===== src/logic/apu_square_config.svh =====
//==========================================================================
// APU pulse voice widths and counts shared by the RTL and the testbench
//==========================================================================

`ifndef APU_SQUARE_CONFIG_SVH
`define APU_SQUARE_CONFIG_SVH

// Timer period, 11 bits as on the real chip
`define APU_PERIOD_W 11

// Volume, decay and output sample
`define APU_VOL_W 4

// Sweep shift count
`define APU_SHIFT_W 3

`define APU_LEN_W 8 // Length counter
`define APU_LEN_IDX_W 5 // Length table index

// Duty sequencer steps per cycle
`define APU_DUTY_STEPS 8

`endif


===== src/logic/apu_reg_pkg.sv =====
//==========================================================================
// APU pulse register map: register select and control field layouts
//==========================================================================

`default_nettype none

`include "apu_square_config.svh"

package apu_reg_pkg;

	typedef enum logic [1:0] {
		reg_ctrl      = 2'd0, // Duty and envelope
		reg_sweep     = 2'd1,
		reg_period_lo = 2'd2,
		reg_period_hi = 2'd3  // Period high and length index
	} reg_sel_t;

	typedef struct packed {
		logic                  loop_halt; // Envelope loop and length halt
		logic                  const_vol;
		logic [`APU_VOL_W-1:0] vol;
	} env_ctrl_t;

	typedef struct packed {
		logic                    enable;
		logic [2:0]              div_period;
		logic                    negate;
		logic [`APU_SHIFT_W-1:0] shift;
	} sweep_ctrl_t;

endpackage

`default_nettype wire


===== src/logic/apu_seq_pkg.sv =====
//==========================================================================
// APU pulse sequencing types for the duty sequencer and envelope
//==========================================================================

`default_nettype none

package apu_seq_pkg;

	typedef enum logic [1:0] {
		duty_12 = 2'd0,
		duty_25 = 2'd1,
		duty_50 = 2'd2,
		duty_75 = 2'd3 // Inverted 25%
	} duty_mode_t;

	// Start flag, set on restart and taken on the next quarter frame
	typedef enum logic {
		env_idle  = 1'b0,
		env_start = 1'b1
	} env_state_t;

endpackage

`default_nettype wire


===== src/logic/square_regs_if.sv =====
//==========================================================================
// Pulse voice register bus: decoded fields and write pulses to the units
//==========================================================================

`timescale 1ns/1ps
`default_nettype none

`include "apu_square_config.svh"

interface square_regs_if;

	apu_seq_pkg::duty_mode_t  duty;
	apu_reg_pkg::env_ctrl_t   env;
	apu_reg_pkg::sweep_ctrl_t sweep;
	logic                     sweep_wr; // Sets the sweep reload flag

	logic                     period_lo_wr;
	logic [7:0]               period_lo;
	logic                     period_hi_wr;
	logic [2:0]               period_hi;

	logic [`APU_LEN_IDX_W-1:0] len_index;
	logic                      restart; // Length load, envelope start, step reset

	modport regs (
		output duty, env, sweep, sweep_wr,
		output period_lo_wr, period_lo, period_hi_wr, period_hi,
		output len_index, restart
	);

	modport unit (
		input duty, env, sweep, sweep_wr,
		input period_lo_wr, period_lo, period_hi_wr, period_hi,
		input len_index, restart
	);

endinterface

`default_nettype wire


===== src/logic/square_reg_file.sv =====
//==========================================================================
// Pulse register file that decodes byte writes into fields and pulses
//==========================================================================

`timescale 1ns/1ps
`default_nettype none

module square_reg_file (
	input  wire                   aclk,
	input  wire                   rst_n,
	input  wire                   reg_wr,
	input  apu_reg_pkg::reg_sel_t reg_addr,
	input  wire [7:0]             reg_data,
	square_regs_if.regs           regs
);

	always_ff @(posedge aclk) begin
		if (!rst_n) begin
			regs.duty         <= apu_seq_pkg::duty_12;
			regs.env          <= '0;
			regs.sweep        <= '0;
			regs.sweep_wr     <= 1'b0;
			regs.period_lo_wr <= 1'b0;
			regs.period_lo    <= '0;
			regs.period_hi_wr <= 1'b0;
			regs.period_hi    <= '0;
			regs.len_index    <= '0;
			regs.restart      <= 1'b0;
		end else begin
			// Pulses last one cycle
			regs.sweep_wr     <= 1'b0;
			regs.period_lo_wr <= 1'b0;
			regs.period_hi_wr <= 1'b0;
			regs.restart      <= 1'b0;

			if (reg_wr) begin
				case (reg_addr)
					apu_reg_pkg::reg_ctrl: begin
						regs.duty <= apu_seq_pkg::duty_mode_t'(reg_data[7:6]);
						regs.env  <= apu_reg_pkg::env_ctrl_t'(reg_data[5:0]);
					end
					apu_reg_pkg::reg_sweep: begin
						regs.sweep    <= apu_reg_pkg::sweep_ctrl_t'(reg_data);
						regs.sweep_wr <= 1'b1;
					end
					apu_reg_pkg::reg_period_lo: begin
						regs.period_lo    <= reg_data;
						regs.period_lo_wr <= 1'b1;
					end
					apu_reg_pkg::reg_period_hi: begin
						regs.period_hi    <= reg_data[2:0];
						regs.len_index    <= reg_data[7:3];
						regs.period_hi_wr <= 1'b1;
						regs.restart      <= 1'b1; // Also requests envelope start
					end
				endcase
			end
		end
	end

endmodule

`default_nettype wire


===== src/logic/square_timer_sweep.sv =====
//==========================================================================
// Pulse period timer and sweep unit with shifter, adder and mute check
//==========================================================================

`timescale 1ns/1ps
`default_nettype none

`include "apu_square_config.svh"

module square_timer_sweep #(
	parameter bit ones_complement_neg = 1'b0 // 1: negate subtracts one more
) (
	input  wire         aclk,
	input  wire         rst_n,
	input  wire         half_frame,
	square_regs_if.unit regs,
	output logic        timer_tick,
	output logic        sweep_mute
);

	logic [`APU_PERIOD_W-1:0] period;
	logic [`APU_PERIOD_W-1:0] timer_cnt;
	logic [`APU_PERIOD_W-1:0] shift_s1;
	logic [`APU_PERIOD_W-1:0] shift_s2;
	logic [`APU_PERIOD_W-1:0] change;
	logic [`APU_PERIOD_W:0]   sum; // Top bit is the carry
	logic [`APU_PERIOD_W-1:0] target;
	logic [2:0]               div_cnt;
	logic                     reload_flag;
	logic                     sweep_update;

	// Barrel shifter in three stages of 1, 2 and 4
	always_comb begin
		shift_s1 = regs.sweep.shift[0] ? (period >> 1) : period;
		shift_s2 = regs.sweep.shift[1] ? (shift_s1 >> 2) : shift_s1;
		change   = regs.sweep.shift[2] ? (shift_s2 >> 4) : shift_s2;
	end

	always_comb begin
		if (regs.sweep.negate) begin
			sum = {1'b0, period} - {1'b0, change}
				- {{`APU_PERIOD_W{1'b0}}, ones_complement_neg};
		end else begin
			sum = {1'b0, period} + {1'b0, change};
		end
	end

	assign target = sum[`APU_PERIOD_W-1:0];

	// Low period or add overflow
	assign sweep_mute = (period[`APU_PERIOD_W-1:3] == '0)
		| (~regs.sweep.negate & sum[`APU_PERIOD_W]);

	assign sweep_update = half_frame & (div_cnt == 3'd0) & regs.sweep.enable
		& (regs.sweep.shift != '0) & ~sweep_mute;

	always_ff @(posedge aclk) begin
		if (!rst_n) begin
			period <= '0;
		end else begin
			if (sweep_update) begin
				period <= target;
			end
			if (regs.period_lo_wr) begin
				period[7:0] <= regs.period_lo; // CPU write wins over sweep
			end
			if (regs.period_hi_wr) begin
				period[`APU_PERIOD_W-1:8] <= regs.period_hi;
			end
		end
	end

	always_ff @(posedge aclk) begin
		if (!rst_n) begin
			timer_cnt  <= '0;
			timer_tick <= 1'b0;
		end else if (timer_cnt == '0) begin
			timer_cnt  <= period;
			timer_tick <= 1'b1;
		end else begin
			timer_cnt  <= timer_cnt - 1'b1;
			timer_tick <= 1'b0;
		end
	end

	always_ff @(posedge aclk) begin
		if (!rst_n) begin
			div_cnt     <= '0;
			reload_flag <= 1'b0;
		end else begin
			if (half_frame) begin
				if ((div_cnt == 3'd0) || reload_flag) begin
					div_cnt     <= regs.sweep.div_period;
					reload_flag <= 1'b0;
				end else begin
					div_cnt <= div_cnt - 1'b1;
				end
			end
			if (regs.sweep_wr) begin
				reload_flag <= 1'b1; // Reload on the next half frame
			end
		end
	end

endmodule

`default_nettype wire


===== src/logic/square_env_length.sv =====
//==========================================================================
// Pulse envelope generator and length counter with the length table
//==========================================================================

`timescale 1ns/1ps
`default_nettype none

`include "apu_square_config.svh"

module square_env_length (
	input  wire                         aclk,
	input  wire                         rst_n,
	input  wire                         quarter_frame,
	input  wire                         half_frame,
	square_regs_if.unit                 regs,
	output logic [`APU_VOL_W-1:0]       volume,
	output logic                        length_active
);

	localparam logic [`APU_LEN_W-1:0] len_table [32] = '{
		8'd10,  8'd254, 8'd20,  8'd2,  8'd40, 8'd4,  8'd80, 8'd6,
		8'd160, 8'd8,   8'd60,  8'd10, 8'd14, 8'd12, 8'd26, 8'd14,
		8'd12,  8'd16,  8'd24,  8'd18, 8'd48, 8'd20, 8'd96, 8'd22,
		8'd192, 8'd24,  8'd72,  8'd26, 8'd16, 8'd28, 8'd32, 8'd30
	};

	apu_seq_pkg::env_state_t   env_state;
	logic [`APU_VOL_W-1:0]     env_div;
	logic [`APU_VOL_W-1:0]     decay;
	logic [`APU_LEN_W-1:0]     len_cnt;

	always_ff @(posedge aclk) begin
		if (!rst_n) begin
			env_state <= apu_seq_pkg::env_idle;
			env_div   <= '0;
			decay     <= '0;
		end else begin
			if (quarter_frame) begin
				if (env_state == apu_seq_pkg::env_start) begin
					decay     <= '1;
					env_div   <= regs.env.vol;
					env_state <= apu_seq_pkg::env_idle;
				end else if (env_div == '0) begin
					env_div <= regs.env.vol;
					if (decay != '0) begin
						decay <= decay - 1'b1;
					end else if (regs.env.loop_halt) begin
						decay <= '1; // Loop back to 15
					end
				end else begin
					env_div <= env_div - 1'b1;
				end
			end
			if (regs.restart) begin
				env_state <= apu_seq_pkg::env_start;
			end
		end
	end

	assign volume = regs.env.const_vol ? regs.env.vol : decay;

	always_ff @(posedge aclk) begin
		if (!rst_n) begin
			len_cnt <= '0;
		end else if (regs.restart) begin
			len_cnt <= len_table[regs.len_index];
		end else if (half_frame && (len_cnt != '0) && !regs.env.loop_halt) begin
			len_cnt <= len_cnt - 1'b1;
		end
	end

	assign length_active = (len_cnt != '0);

endmodule

`default_nettype wire


===== src/logic/square_output.sv =====
//==========================================================================
// Pulse duty sequencer and registered output gate
//==========================================================================

`timescale 1ns/1ps
`default_nettype none

`include "apu_square_config.svh"

module square_output (
	input  wire                   aclk,
	input  wire                   rst_n,
	input  wire                   timer_tick,
	input  wire                   sweep_mute,
	input  wire [`APU_VOL_W-1:0]  volume,
	input  wire                   length_active,
	input  wire                   lock,
	square_regs_if.unit           regs,
	output logic [`APU_VOL_W-1:0] sq_out
);

	localparam int step_w = $clog2(`APU_DUTY_STEPS);

	logic [step_w-1:0]          step;
	logic [`APU_DUTY_STEPS-1:0] pattern; // Bit i is step i
	logic                       duty_bit;

	always_comb begin
		case (regs.duty)
			apu_seq_pkg::duty_12: pattern = 8'b0000_0010;
			apu_seq_pkg::duty_25: pattern = 8'b0000_0110;
			apu_seq_pkg::duty_50: pattern = 8'b0001_1110;
			default:              pattern = 8'b1111_1001;
		endcase
	end

	assign duty_bit = pattern[step];

	always_ff @(posedge aclk) begin
		if (!rst_n) begin
			step <= '0;
		end else if (regs.restart) begin
			step <= '0;
		end else if (timer_tick) begin
			step <= step - 1'b1; // Counts down as on the chip
		end
	end

	always_ff @(posedge aclk) begin
		if (!rst_n) begin
			sq_out <= '0;
		end else if (duty_bit && length_active && !sweep_mute && !lock) begin
			sq_out <= volume;
		end else begin
			sq_out <= '0;
		end
	end

endmodule

`default_nettype wire


===== src/logic/apu_square.sv =====
//==========================================================================
// APU pulse voice top: register file, timer and sweep, envelope, output
//==========================================================================

`timescale 1ns/1ps
`default_nettype none

`include "apu_square_config.svh"

module apu_square #(
	parameter bit ones_complement_neg = 1'b0 // Set for the first pulse voice
) (
	input  wire                   aclk,
	input  wire                   rst_n,
	input  wire                   reg_wr,
	input  wire [1:0]             reg_addr,
	input  wire [7:0]             reg_data,
	input  wire                   quarter_frame,
	input  wire                   half_frame,
	input  wire                   lock,
	output wire [`APU_VOL_W-1:0]  sq_out,
	output wire                   length_active
);

	wire                  timer_tick;
	wire                  sweep_mute;
	wire [`APU_VOL_W-1:0] volume;

	square_regs_if regs_if ();

	square_reg_file square_reg_file_inst (
		.aclk     (aclk),
		.rst_n    (rst_n),
		.reg_wr   (reg_wr),
		.reg_addr (apu_reg_pkg::reg_sel_t'(reg_addr)),
		.reg_data (reg_data),
		.regs     (regs_if.regs)
	);

	square_timer_sweep #(
		.ones_complement_neg (ones_complement_neg)
	) square_timer_sweep_inst (
		.aclk       (aclk),
		.rst_n      (rst_n),
		.half_frame (half_frame),
		.regs       (regs_if.unit),
		.timer_tick (timer_tick),
		.sweep_mute (sweep_mute)
	);

	square_env_length square_env_length_inst (
		.aclk          (aclk),
		.rst_n         (rst_n),
		.quarter_frame (quarter_frame),
		.half_frame    (half_frame),
		.regs          (regs_if.unit),
		.volume        (volume),
		.length_active (length_active)
	);

	square_output square_output_inst (
		.aclk          (aclk),
		.rst_n         (rst_n),
		.timer_tick    (timer_tick),
		.sweep_mute    (sweep_mute),
		.volume        (volume),
		.length_active (length_active),
		.lock          (lock),
		.regs          (regs_if.unit),
		.sq_out        (sq_out)
	);

endmodule

`default_nettype wire


===== config.mk =====
export PLATFORM = sky130hd
export DESIGN_NAME = apu_square
export DESIGN_NICKNAME = d
export VERILOG_FILES = /design/src/logic/apu_reg_pkg.sv /design/src/logic/apu_seq_pkg.sv /design/src/logic/square_regs_if.sv /design/src/logic/square_reg_file.sv /design/src/logic/square_timer_sweep.sv /design/src/logic/square_env_length.sv /design/src/logic/square_output.sv /design/src/logic/apu_square.sv
export VERILOG_INCLUDE_DIRS = /design/src /design/src/logic
export SDC_FILE = /design/constraint.sdc
export NUM_CORES = 1
export LEC_CHECK = 0
export BUFFER_PORTS_ARGS = -buffer_cell sky130_fd_sc_hd__buf_2
export CAP_MARGIN = 20
export CORE_AREA = 4 4 115 117
export DETAILED_ROUTE_END_ITERATION = 8
export DIE_AREA = 0 0 119 121
export GPL_TIMING_DRIVEN = 0
export REMOVE_ABC_BUFFERS = 1
export SETUP_SLACK_MARGIN = 0.1
export SLEW_MARGIN = 10
export SYNTH_ARGS = -nofsm -noshare
export SYNTH_HDL_FRONTEND = slang
export SYNTH_SLANG_ARGS = --single-unit
export TNS_END_PERCENT = 50

===== constraint.sdc =====
create_clock -name aclk -period 12.24 [get_ports aclk]
set_input_delay 1.836 -clock aclk [delete_from_list [all_inputs] [get_ports aclk]]
set_output_delay 1.836 -clock aclk [all_outputs]
set_load 0.01 [all_outputs]

Word-level counts from Yosys, hierarchy flattened
Memory sizes are Yosys's and may differ from the RTL's.
Cells that the tools add are included.
Widths: inputs -> output; s select.
{"block": "classes", "add_sub_neg": 8, "n_lt_le_gt_ge": 2, "n_eq_ne": 5, "muxes": 32, "bitwise_logic": 10, "n_reduce_logical": 35}
{"operator": "$mux 11", "n": 5}
{"operator": "$mux 8", "n": 5}
{"operator": "$mux 4", "n": 7}
{"operator": "$pmux 8 s3", "n": 1}
{"operator": "$reduce_and 2->1", "n": 7}
{"operator": "$reduce_bool 2->1", "n": 7}
{"operator": "$add 11x11->12", "n": 1}
{"operator": "$mux 12", "n": 1}
{"operator": "$sub 11x11->12", "n": 1}
{"operator": "$logic_not 11->1", "n": 1}
{"operator": "$sub 11x1->11 const B", "n": 1}
{"operator": "$mux 1", "n": 10}
{"operator": "$logic_not 8->1", "n": 1}
{"operator": "$reduce_bool 8->1", "n": 1}
{"operator": "$sub 4x1->4 const B", "n": 2}
{"operator": "$sub 8x1->8 const B", "n": 1}
{"operator": "$eq 2x2->1 const B", "n": 3}
{"operator": "$ge 6x6->1 const B", "n": 1}
{"operator": "$mux 3", "n": 2}
{"operator": "$not 5->6", "n": 1}
{"operator": "$reduce_bool 3->1", "n": 2}
{"operator": "$sub 3x1->3 const B", "n": 2}
{"operator": "$and 1x1->1", "n": 5}
{"operator": "$logic_and 1x1->1", "n": 5}
{"operator": "13 further kinds", "n": 19}
{"block": "word_totals", "register_bits": 86, "romBits": 256, "input_bits": 16, "out_inout_bits": 5, "word_cells": 119, "memories": 1}
{"memory": "(name not given)", "words": 32, "width": 8, "read_ports": 1, "rd_clocked_by_memory_dff": 0, "write_ports": 0, "line_no": "square_env_length.sv:66", "text": "len_cnt <= len_table[regs.len_index];"}

Depth between registers and ports, before layout
Gate-level depths: netlist of run 1.
{"block": "depth", "word_depth": 11, "depth_mapped": 20, "mapped_depth_nobuf": 16}

Cells and area by module
Synthesis of run 1 repeated with hierarchy kept, for this count alone.
{"block": "hier_totals", "cells_unflattened": 662, "area_unflattened_um2": 5567.8}
{"module": "square_timer_sweep", "n_inst": 1, "cells_each": 330, "area_per_inst_um2": 2575.0, "seq_area_each_um2": 540.5}
{"module": "square_env_length", "n_inst": 1, "cells_each": 167, "area_per_inst_um2": 1362.6, "seq_area_each_um2": 340.3}
{"module": "square_reg_file", "n_inst": 1, "cells_each": 126, "area_per_inst_um2": 1276.2, "seq_area_each_um2": 700.7}
{"module": "square_output", "n_inst": 1, "cells_each": 39, "area_per_inst_um2": 354.1, "seq_area_each_um2": 140.1}

Worst setup path after synthesis of run 1
Ideal clock, no wire load.
{"block": "synth_timing", "kind": "reg2reg", "from": "register square_reg_file_inst.regs.sweep[0] (netlist name)", "to": "register square_timer_sweep_inst.period[7]", "setup_time_ps": 143, "t_arrival_ps": 3884, "required_ps": 12097, "slack_ps": 8212, "stages_incl_launch_ff": 19, "path_buffers": 4, "synth_period_minus_slack_ps": 4028, "cell_sequence": "dfxtp_1 buf_6 buf_2 buf_2 mux2i_1 o2bb2ai_1 nor2_1 ha_1 o21ai_0 ha_1 nor2b_1 o31a_1 o21a_1 o31a_1 a2111o_1 and3_4 buf_6 nor3_1 a311oi_2"}
{"block": "synth_via", "elab_chain_len": 10, "word_cells_on_any_way": 15, "cone_classes": "2 x add/sub; 6 x mux; 5 x bitwise; 2 x reduce/logical"}
{"item": "$mux 11", "line_no": "square_timer_sweep.sv:34", "text": "shift_s1 = regs.sweep.shift[0] ? (period >> 1) : period;"}
{"item": "$mux 11", "line_no": "square_timer_sweep.sv:35", "text": "shift_s2 = regs.sweep.shift[1] ? (shift_s1 >> 2) : shift_s1;"}
{"item": "$mux 11", "line_no": "square_timer_sweep.sv:36", "text": "change = regs.sweep.shift[2] ? (shift_s2 >> 4) : shift_s2;"}
{"item": "$add 11x11->12 or $sub 11x11->12 (tied branches)", "line_no": "square_timer_sweep.sv:44, square_timer_sweep.sv:41"}
{"item": "$mux 12", "line_no": "square_timer_sweep.sv:40", "text": "if (regs.sweep.negate) begin"}
{"item": "$and 1x1->1", "line_no": "square_timer_sweep.sv:52", "text": "| (~regs.sweep.negate & sum[`APU_PERIOD_W]);"}
{"item": "$or 1x1->1", "line_no": "square_timer_sweep.sv:51", "text": "assign sweep_mute = (period[`APU_PERIOD_W-1:3] == '0)"}
{"item": "$not 1->1", "line_no": "square_timer_sweep.sv:55", "text": "& (regs.sweep.shift != '0) & ~sweep_mute;"}
{"item": "$and 1x1->1", "line_no": "square_timer_sweep.sv:55"}
{"item": "$reduce_bool 2->1 (no line)"}
{"item": "end signal, assigned", "line_no": "square_timer_sweep.sv:62", "text": "period <= target;"}
{"item": "end signal, assigned", "line_no": "square_timer_sweep.sv:65", "text": "period[7:0] <= regs.period_lo;"}
{"item": "end signal, assigned by index", "line_no": "square_timer_sweep.sv:68", "text": "period[`APU_PERIOD_W-1:8] <= regs.period_hi;"}
{"item": "end, declared", "line_no": "square_timer_sweep.sv:21", "text": "logic [`APU_PERIOD_W-1:0] period;"}
Parallel ways exist; a longest one is shown, timed or not. The select of a mux whose other input is x is not followed.
A chain may end at the register's enable or synchronous reset.

Final worst setup path of run 1
{"block": "layout_timing", "from": "register square_reg_file_inst.regs.sweep[0] (netlist name)", "to": "register square_timer_sweep_inst.period[0]"}
{"block": "layout_via", "elab_chain_len": 10, "word_cells_on_any_way": 15, "cone_classes": "2 x add/sub; 6 x mux; 5 x bitwise; 2 x reduce/logical"}
{"item": "$mux 11", "line_no": "square_timer_sweep.sv:34"}
{"item": "$mux 11", "line_no": "square_timer_sweep.sv:35"}
{"item": "$mux 11", "line_no": "square_timer_sweep.sv:36"}
{"item": "$add 11x11->12 or $sub 11x11->12 (tied branches)", "line_no": "square_timer_sweep.sv:44, square_timer_sweep.sv:41"}
{"item": "$mux 12", "line_no": "square_timer_sweep.sv:40"}
{"item": "$and 1x1->1", "line_no": "square_timer_sweep.sv:52"}
{"item": "$or 1x1->1", "line_no": "square_timer_sweep.sv:51"}
{"item": "$not 1->1", "line_no": "square_timer_sweep.sv:55"}
{"item": "$and 1x1->1", "line_no": "square_timer_sweep.sv:55"}
{"item": "$reduce_bool 2->1 (no line)"}
Parallel ways exist; a longest one is shown, timed or not. The select of a mux whose other input is x is not followed.

==> results of run 1 <==
cells by family (layout without fill, tap and decap cells):
kind of cell | count (synthesis) | in the layout
and+or+nand+nor | 249 | 249
AOI/OAI and AO/OA | 167 | 167
DFF | 86 | 86
buffers and inverters | 73 | 71
muxes | 43 | 43
adders and majority gates | 29 | 29
xor gates and xnor gates | 27 | 27
Yosys cell counts, types with 3 or more instances:
cell type,instances
a211o_1,3
a211oi_1,13
a21o_1,5
a21oi_1,50
a31oi_1,15
buf_1,4
buf_2,3
clkbuf_1,26
dfxtp_1,86
ha_1,28
inv_1,33
mux2_2,4
mux2i_1,32
mux4_1,3
mux4_2,3
nand2_1,79
nand2b_1,8
nand3_1,6
nand3b_1,3
nor2_1,89
nor2b_1,8
nor3_1,20
nor4_1,8
o21a_1,4
o21ai_0,37
o221a_2,3
o22ai_1,4
o31a_1,3
or2_2,5
or3_1,6
or4_1,3
xnor2_1,17
xor2_1,10
metal layers:
layer	global-route usage, %	share of wire, %
met1	24.1	47
met2	30.2	48
met3	2.47	3.2
met4	7.75	1.4
met5	0	0
power by group through the flow:
stage | sequential [mW] | clock [mW] | combinational [mW]
2_1_floorplan | 0.352 | 0 | 0.260
4_1_cts | 0.356 | 0.293 | 0.325
3_5_place_dp | 0.362 | 0 | 0.322
5_1_grt | 0.363 | 0.305 | 0.370
3_3_place_gp | 0.360 | 0 | 0.313
6_report | 0.357 | 0.285 | 0.325
state kept, by name, indices dropped and copies added (netlist names), 2 cells and up:
signal,count
square_env_length_inst.decay,4
square_env_length_inst.env_div,4
square_env_length_inst.len_cnt,8
square_output_inst.sq_out,4
square_output_inst.step,3
square_reg_file_inst.regs.duty,2
square_reg_file_inst.regs.env,6
square_reg_file_inst.regs.len_index,5
square_reg_file_inst.regs.period_hi,3
square_reg_file_inst.regs.period_lo,8
square_reg_file_inst.regs.sweep,8
square_timer_sweep_inst.div_cnt,3
square_timer_sweep_inst.period,11
square_timer_sweep_inst.timer_cnt,11
per-stage QoR:
| step | utilization [%] | setup slack [ns] | power (mW) |
|---|---|---|---|
| 2_1_floorplan | - | 7.76 | 0.611 |
| 3_3_place_gp | 44.8 | 7.25 | 0.673 |
| 3_5_place_dp | 44.9 | 7.10 | 0.684 |
| 4_1_cts | 47.4 | 7.07 | 0.975 |
| 5_1_grt | 47.6 | 6.77 | 1.04 |
| 6_report | 47.6 | 7.09 | 0.966 |
how the worst max path moves through the flow:
stage | startpoint | end | slack [ns] | cells past startpoint
final | square_reg_file_inst.regs.sweep[0] | square_timer_sweep_inst.period[0] | 7.09 | 14
after global routing | square_reg_file_inst.regs.sweep[0] | square_timer_sweep_inst.period[0] | 6.77 | 14
after CTS | square_reg_file_inst.regs.sweep[0] | square_timer_sweep_inst.period[0] | 7.07 | 14
after detailed placement | square_reg_file_inst.regs.sweep[0] | square_timer_sweep_inst.period[0] | 7.10 | 14
after global placement | square_reg_file_inst.regs.sweep[0] | square_timer_sweep_inst.period[0] | 7.25 | 14
after floorplan | square_reg_file_inst.regs.sweep[0] | square_timer_sweep_inst.period[2] | 7.76 | 14
layout make-up:
cell class / instances / area (µm²) / share of cell area [%]
clock inverters: 4 / 72.6 / 1.23
inverters: 36 / 135 / 2.30
multi-input cells: 515 / 3380 / 57.4
clock buffers: 10 / 239 / 4.06
repair buffers: 21 / 120 / 2.04
well taps: 172 / 215 / 3.66
flip-flops and latches: 86 / 1720 / 29.3
cells in the final DEF (no fill, tap or decap), types with 4 or more instances in the layout:
master     count
nor3_1        20
ha_1          28
o22ai_1        4
mux2i_1       32
or2_2          5
a211oi_1      13
mux2_2         4
nor4_1         8
buf_2         20
o21a_1         4
a31oi_1       15
xor2_1        10
clkbuf_16      9
a21oi_1       50
a21o_1         5
inv_1         33
nand2_1       79
nand3_1        6
nor2_1        89
xnor2_1       17
or3_1          6
dfxtp_1       86
o21ai_0       37
nor2b_1        8
nand2b_1       8
tightest hold or removal path, delay by kind of cell (launching register included):
family,cells,cell delay [ns]
AO/OA/AOI/OAI,1,0.05
flip-flops,1,0.31
AND/OR/NAND/NOR,1,0.05
==> run metrics, run 1 <==
Core ar. 12,400 µm²; crit path kind reg2reg; DRC violations left 0; skew final 0.00853 ns; Fillers 1,235; register area share after synthesis 31.9%; drt total wl 12,800 µm; syn avg cell area 8.00 µm²; CTS root buf clkbuf_16; Final HPWL DP 9350 µm; leak pwr 2.29 nW; total gr overflow 0; final hold viol count 0; unrepaired setup endpoints after global routing no; Die H 121 µm; FF-to-FF Start square_reg_file_inst.regs.sweep[0]; adder-cell share of the synthesized area ~6.9%; main area contributors after synthesis dfxtp_1 (32%), ha_1 (6.5%), nor2_1 (6.2%), mux2i_1 (5.9%), nand2_1 (5.5%); slowest stage cell, crit path dfxtp_1; CTS resizes 0; initial antenna violation count 0; FFs w/ async S/R, synth 0%; All-Layer GR Usage 18.3%; Simple-Gate Fraction of Synth Area 21.0%; Worst path max stage delay 1.00 ns; Pwr Density 164 nW/µm²; Worst EP required roughly 13 ns; Reg-to-Reg End square_timer_sweep_inst.period[0]; Final Non-Filler Cells 844; FMAX 194 MHz; min Tclk post-route between 5 and 6 ns; n_diodes 0; first-pass GRT wire length 21,700 µm; Num Clock Sinks between 80 and 90; Cell variety after synth 71; Ys Warns 0; share of the synthesized area in the top cell type 31.9%; maxcap violations 0; Comb power frac 33.6%; Iter 0 DRT Violations 231; Starting Density between 40 and 50%; Post-Syn Area 5390 µm²; layout cells sized above 1 8.93%; multiplexer area fraction after synthesis roughly 10%; Hold Path End square_reg_file_inst.regs.period_lo[2]; Max-slew headroom 30.7%; worst-margin pin slew 1.04 ns; Post-Synth XOR/XNOR Area 4.39%; sw frac 33.3%; flop-to-flop setup slack roughly 7.1 ns; largest family of logic cells by synthesized area simple AND/OR/NAND/NOR gates; PortBufs 20; power share of the clock group 29.5%; vias about 4,700; Buf/Inv on CP 0; Hold Crit Class reg2reg; Nets 714; Fin Setup TNS 0 ns; total die area 14,400 µm²; CP most frequent cell ha_1; I/O pins 21; later-pin clock latency in the skew report 0.33 ns; EDFF count, synth 0; Routed Antenna Nets 0; H-tree Lvls 3; dpl cells 829; crit-path cells mux4_1, and2_1, nor2_1, ha_1, o21ai_0, ha_1, nor2b_1, o31a_1, o21a_1, o311a_1, o211ai_1, nand3_2, or4_1, nand3_1; Row Count 41; P&R area growth vs syn 9.07%; net switching power 322 µW; Setup Fix Bufs, Post-CTS 0; DRT Pass-1 Iters 4; Worst IR Drop VDD 0.0940 mV; Compound-Gate Fraction of Synth Area 20.3%; Bufs on Longest Clock Path 2; Post-Syn Instances 674; area post-placement approximately 5500 µm²; CTS tree done; Critical Path Fanout Max 24; hold_buf cts 0; Critical Path Sink Type flop; status finished clean; largest net degree at the start of global routing 65; worst reg2reg path depth 14; cell internal pwr between 600 and 700 µW; Inserted Clock Buffers 9; hold path start square_reg_file_inst.regs.period_lo[2]; Crit path arrival time 5.42 ns; post-route cell area 5880 µm²; die width 119 µm; Sequential Power Share a little under two fifths; endpoints failing setup 0; hold_ws 0.457 ns; period utilisation layout 42.1%; Clock transition at path regs 0.06 ns; vias in the first global route 4,439; FF+latch count, synth 86; fin. max-slew vios 0; gpl congestion ~0.87; number of vias per cell 5.53; family with the most delay on the worst path compound AO/OA/AOI/OAI gates; startpoint types flop; Top FF cell, synth dfxtp_1; hold path cells 2; routed wire length per instance 15.1 µm; area leader, netlist dfxtp_1
No activity file was read; power rests on OpenSTA's default activity.
==> inputs of run 2 (changes only) <==
clock period = 5.2 ns   (was 12.24 ns; I/O delays follow)
==> run 2 against run 1 <==
  * Combinational power increased by 140%
  * Core utilization barely moved
  * Wire length unchanged
  * Critical endpoint unchanged
  * Clock power up 140%
  * Critical path depth is the same
  * Flip-flop and latch count unchanged
  * Sequential power increased by 140%
  * Highest routed layer unchanged
  * Via count unchanged
  * Largest cell class unchanged
==> run metrics, run 2 (synthesis results as in run 1) <==
largest net degree at the start of global routing 65; crit-path cells mux4_1, and2_1, nor2_1, ha_1, o21ai_0, ha_1, nor2b_1, o31a_1, o21a_1, o311a_1, o211ai_1, nand3_2, or4_1, nand3_1; dpl cells 829; DRT Pass-1 Iters 4; worst-margin pin slew 0.852 ns; slowest stage cell, crit path dfxtp_2; vias in the first global route 4,439; total die area 14,400 µm²; Storage cell area 1720 µm²; H-tree Lvls 3; later-pin clock latency in the skew report 0.33 ns; Row Count around 40; P&R area growth vs syn 9.10%; CTS resizes 1; net switching power 758 µW; All-Layer GR Usage 18.3%; Routed Antenna Nets 0; Starting Density 43.6%; Final Power 2.27 mW; Buf/Inv on CP 0; most frequent cells in the layout nor2_1 (89), dfxtp_1 (85), nand2_1 (79); Worst Slack Setup Final 0.400 ns; Worst path max stage delay 0.68 ns; family with the most delay on the worst path compound AO/OA/AOI/OAI gates; Top Registers square_timer_sweep_inst.period (11), square_timer_sweep_inst.timer_cnt (11); Comb power frac 33.6%; DRC violations left 0; first-pass GRT wire length 21,700 µm; Critical Path Sink Type flop; Final Core Density 47.6%; multi-input logic area 3380 µm²; post-route cell area 5880 µm²; Pwr Density 387 nW/µm²; pre-CTS setup slack 0.0604 ns; Final HPWL DP 9350 µm; drt total wl 12,800 µm; cell internal pwr 1.52 mW; routed wire length per instance 15.1 µm; final hold viol count 0; die width 119 µm; total gr overflow 0; gpl congestion 0.871; layout cells sized above 1 9.08%; number of vias per cell approximately 5.5; n_diodes 0; PortBufs 20; Sequential Power Share 36.9%; maxcap violations 0; Max-slew headroom 42.7%; Bufs on Longest Clock Path 2; Critical Path Fanout Max 24; Clock transition at path regs 0.06 ns; hold_buf cts 0; min Tclk post-route between 4 and 5 ns; period utilisation layout between 90 and 100%; Inserted Clock Buffers 9; Hold Crit Class reg2reg; fin. max-slew vios 0; I/O pins 21; skew final 0.00853 ns; unrepaired setup endpoints after global routing no; power share of the clock group around 30%; Setup Fix Bufs, Post-CTS 0; Die H ~120 µm; sw frac 33.3%; Iter 0 DRT Violations 231; hold_ws 0.457 ns; status finished clean; Fin Setup TNS 0 ns; Crit path arrival time approximately 5.1 ns; leak pwr roughly 2.3 nW; vias between 4,000 and 5,000; Worst EP required 5.47 ns; endpoints failing setup 0; CP most frequent cell ha_1; area post-placement 5550 µm²; FMAX 208 MHz; Nets 714; Num Clock Sinks 86; crit path kind reg2reg; CTS root buf clkbuf_16; Fillers 1,237; startpoint types flop; commonest non-fill, non-tap cell in the layout nor2_1; Core ar. between 10,000 and 15,000 µm²; Final Non-Filler Cells about 840; Worst IR Drop VDD 0.221 mV; initial antenna violation count 0; CTS tree done
## run 2: cell counts in the layout (fill, tap and decap cells not counted)
Identical to the previous run, type by type.
## run 2: path summary, 6_finish.rpt
kind	from	depth (start not counted)	endpoint	slack (ns)
hold reg to reg	square_reg_file_inst.regs.period_lo[2]	2	square_reg_file_inst.regs.period_lo[2]	0.46
setup reg to reg	square_reg_file_inst.regs.sweep[0]	14	square_timer_sweep_inst.period[0]	0.40
hold / removal	square_reg_file_inst.regs.period_lo[2]	2	square_reg_file_inst.regs.period_lo[2]	0.46
setup / recovery	square_reg_file_inst.regs.sweep[0]	14	square_timer_sweep_inst.period[0]	0.40
## run 2: worst min-delay path, cell delays in order (launching register included)
cell and delay [ns]:
dfxtp_1 0.31, nand2_1 0.05, a21oi_1 0.05
## run 2: final cells by class
class                   count  share of cell area [%]
well taps                 172                    3.66
repair buffers             21                    2.04
multi-input cells         515                    57.4
clock inverters             4                    1.23
flip-flops and latches     86                    29.3
clock buffers              10                    4.06
inverters                  36                    2.30
## run 2: routing by layer
metal / part of all wire (%) / GRT usage, % / up-vias
li1: - / - / 2379
met1: 47 / 24.1 / 2195
met2: 48 / 30.2 / 78
met3: 3.2 / 2.47 / 15
met4: 1.4 / 7.75 / 0
met5: 0 / 0 / -
## run 2: power groups by stage
stage | combinational (mW) | clock (mW) | sequential, mW
floorplan | 0.611 | 0 | 0.828
global placement | 0.737 | 0 | 0.848
detailed placement | 0.757 | 0 | 0.853
CTS | 0.765 | 0.690 | 0.839
global route | 0.872 | 0.718 | 0.856
finish | 0.764 | 0.671 | 0.839
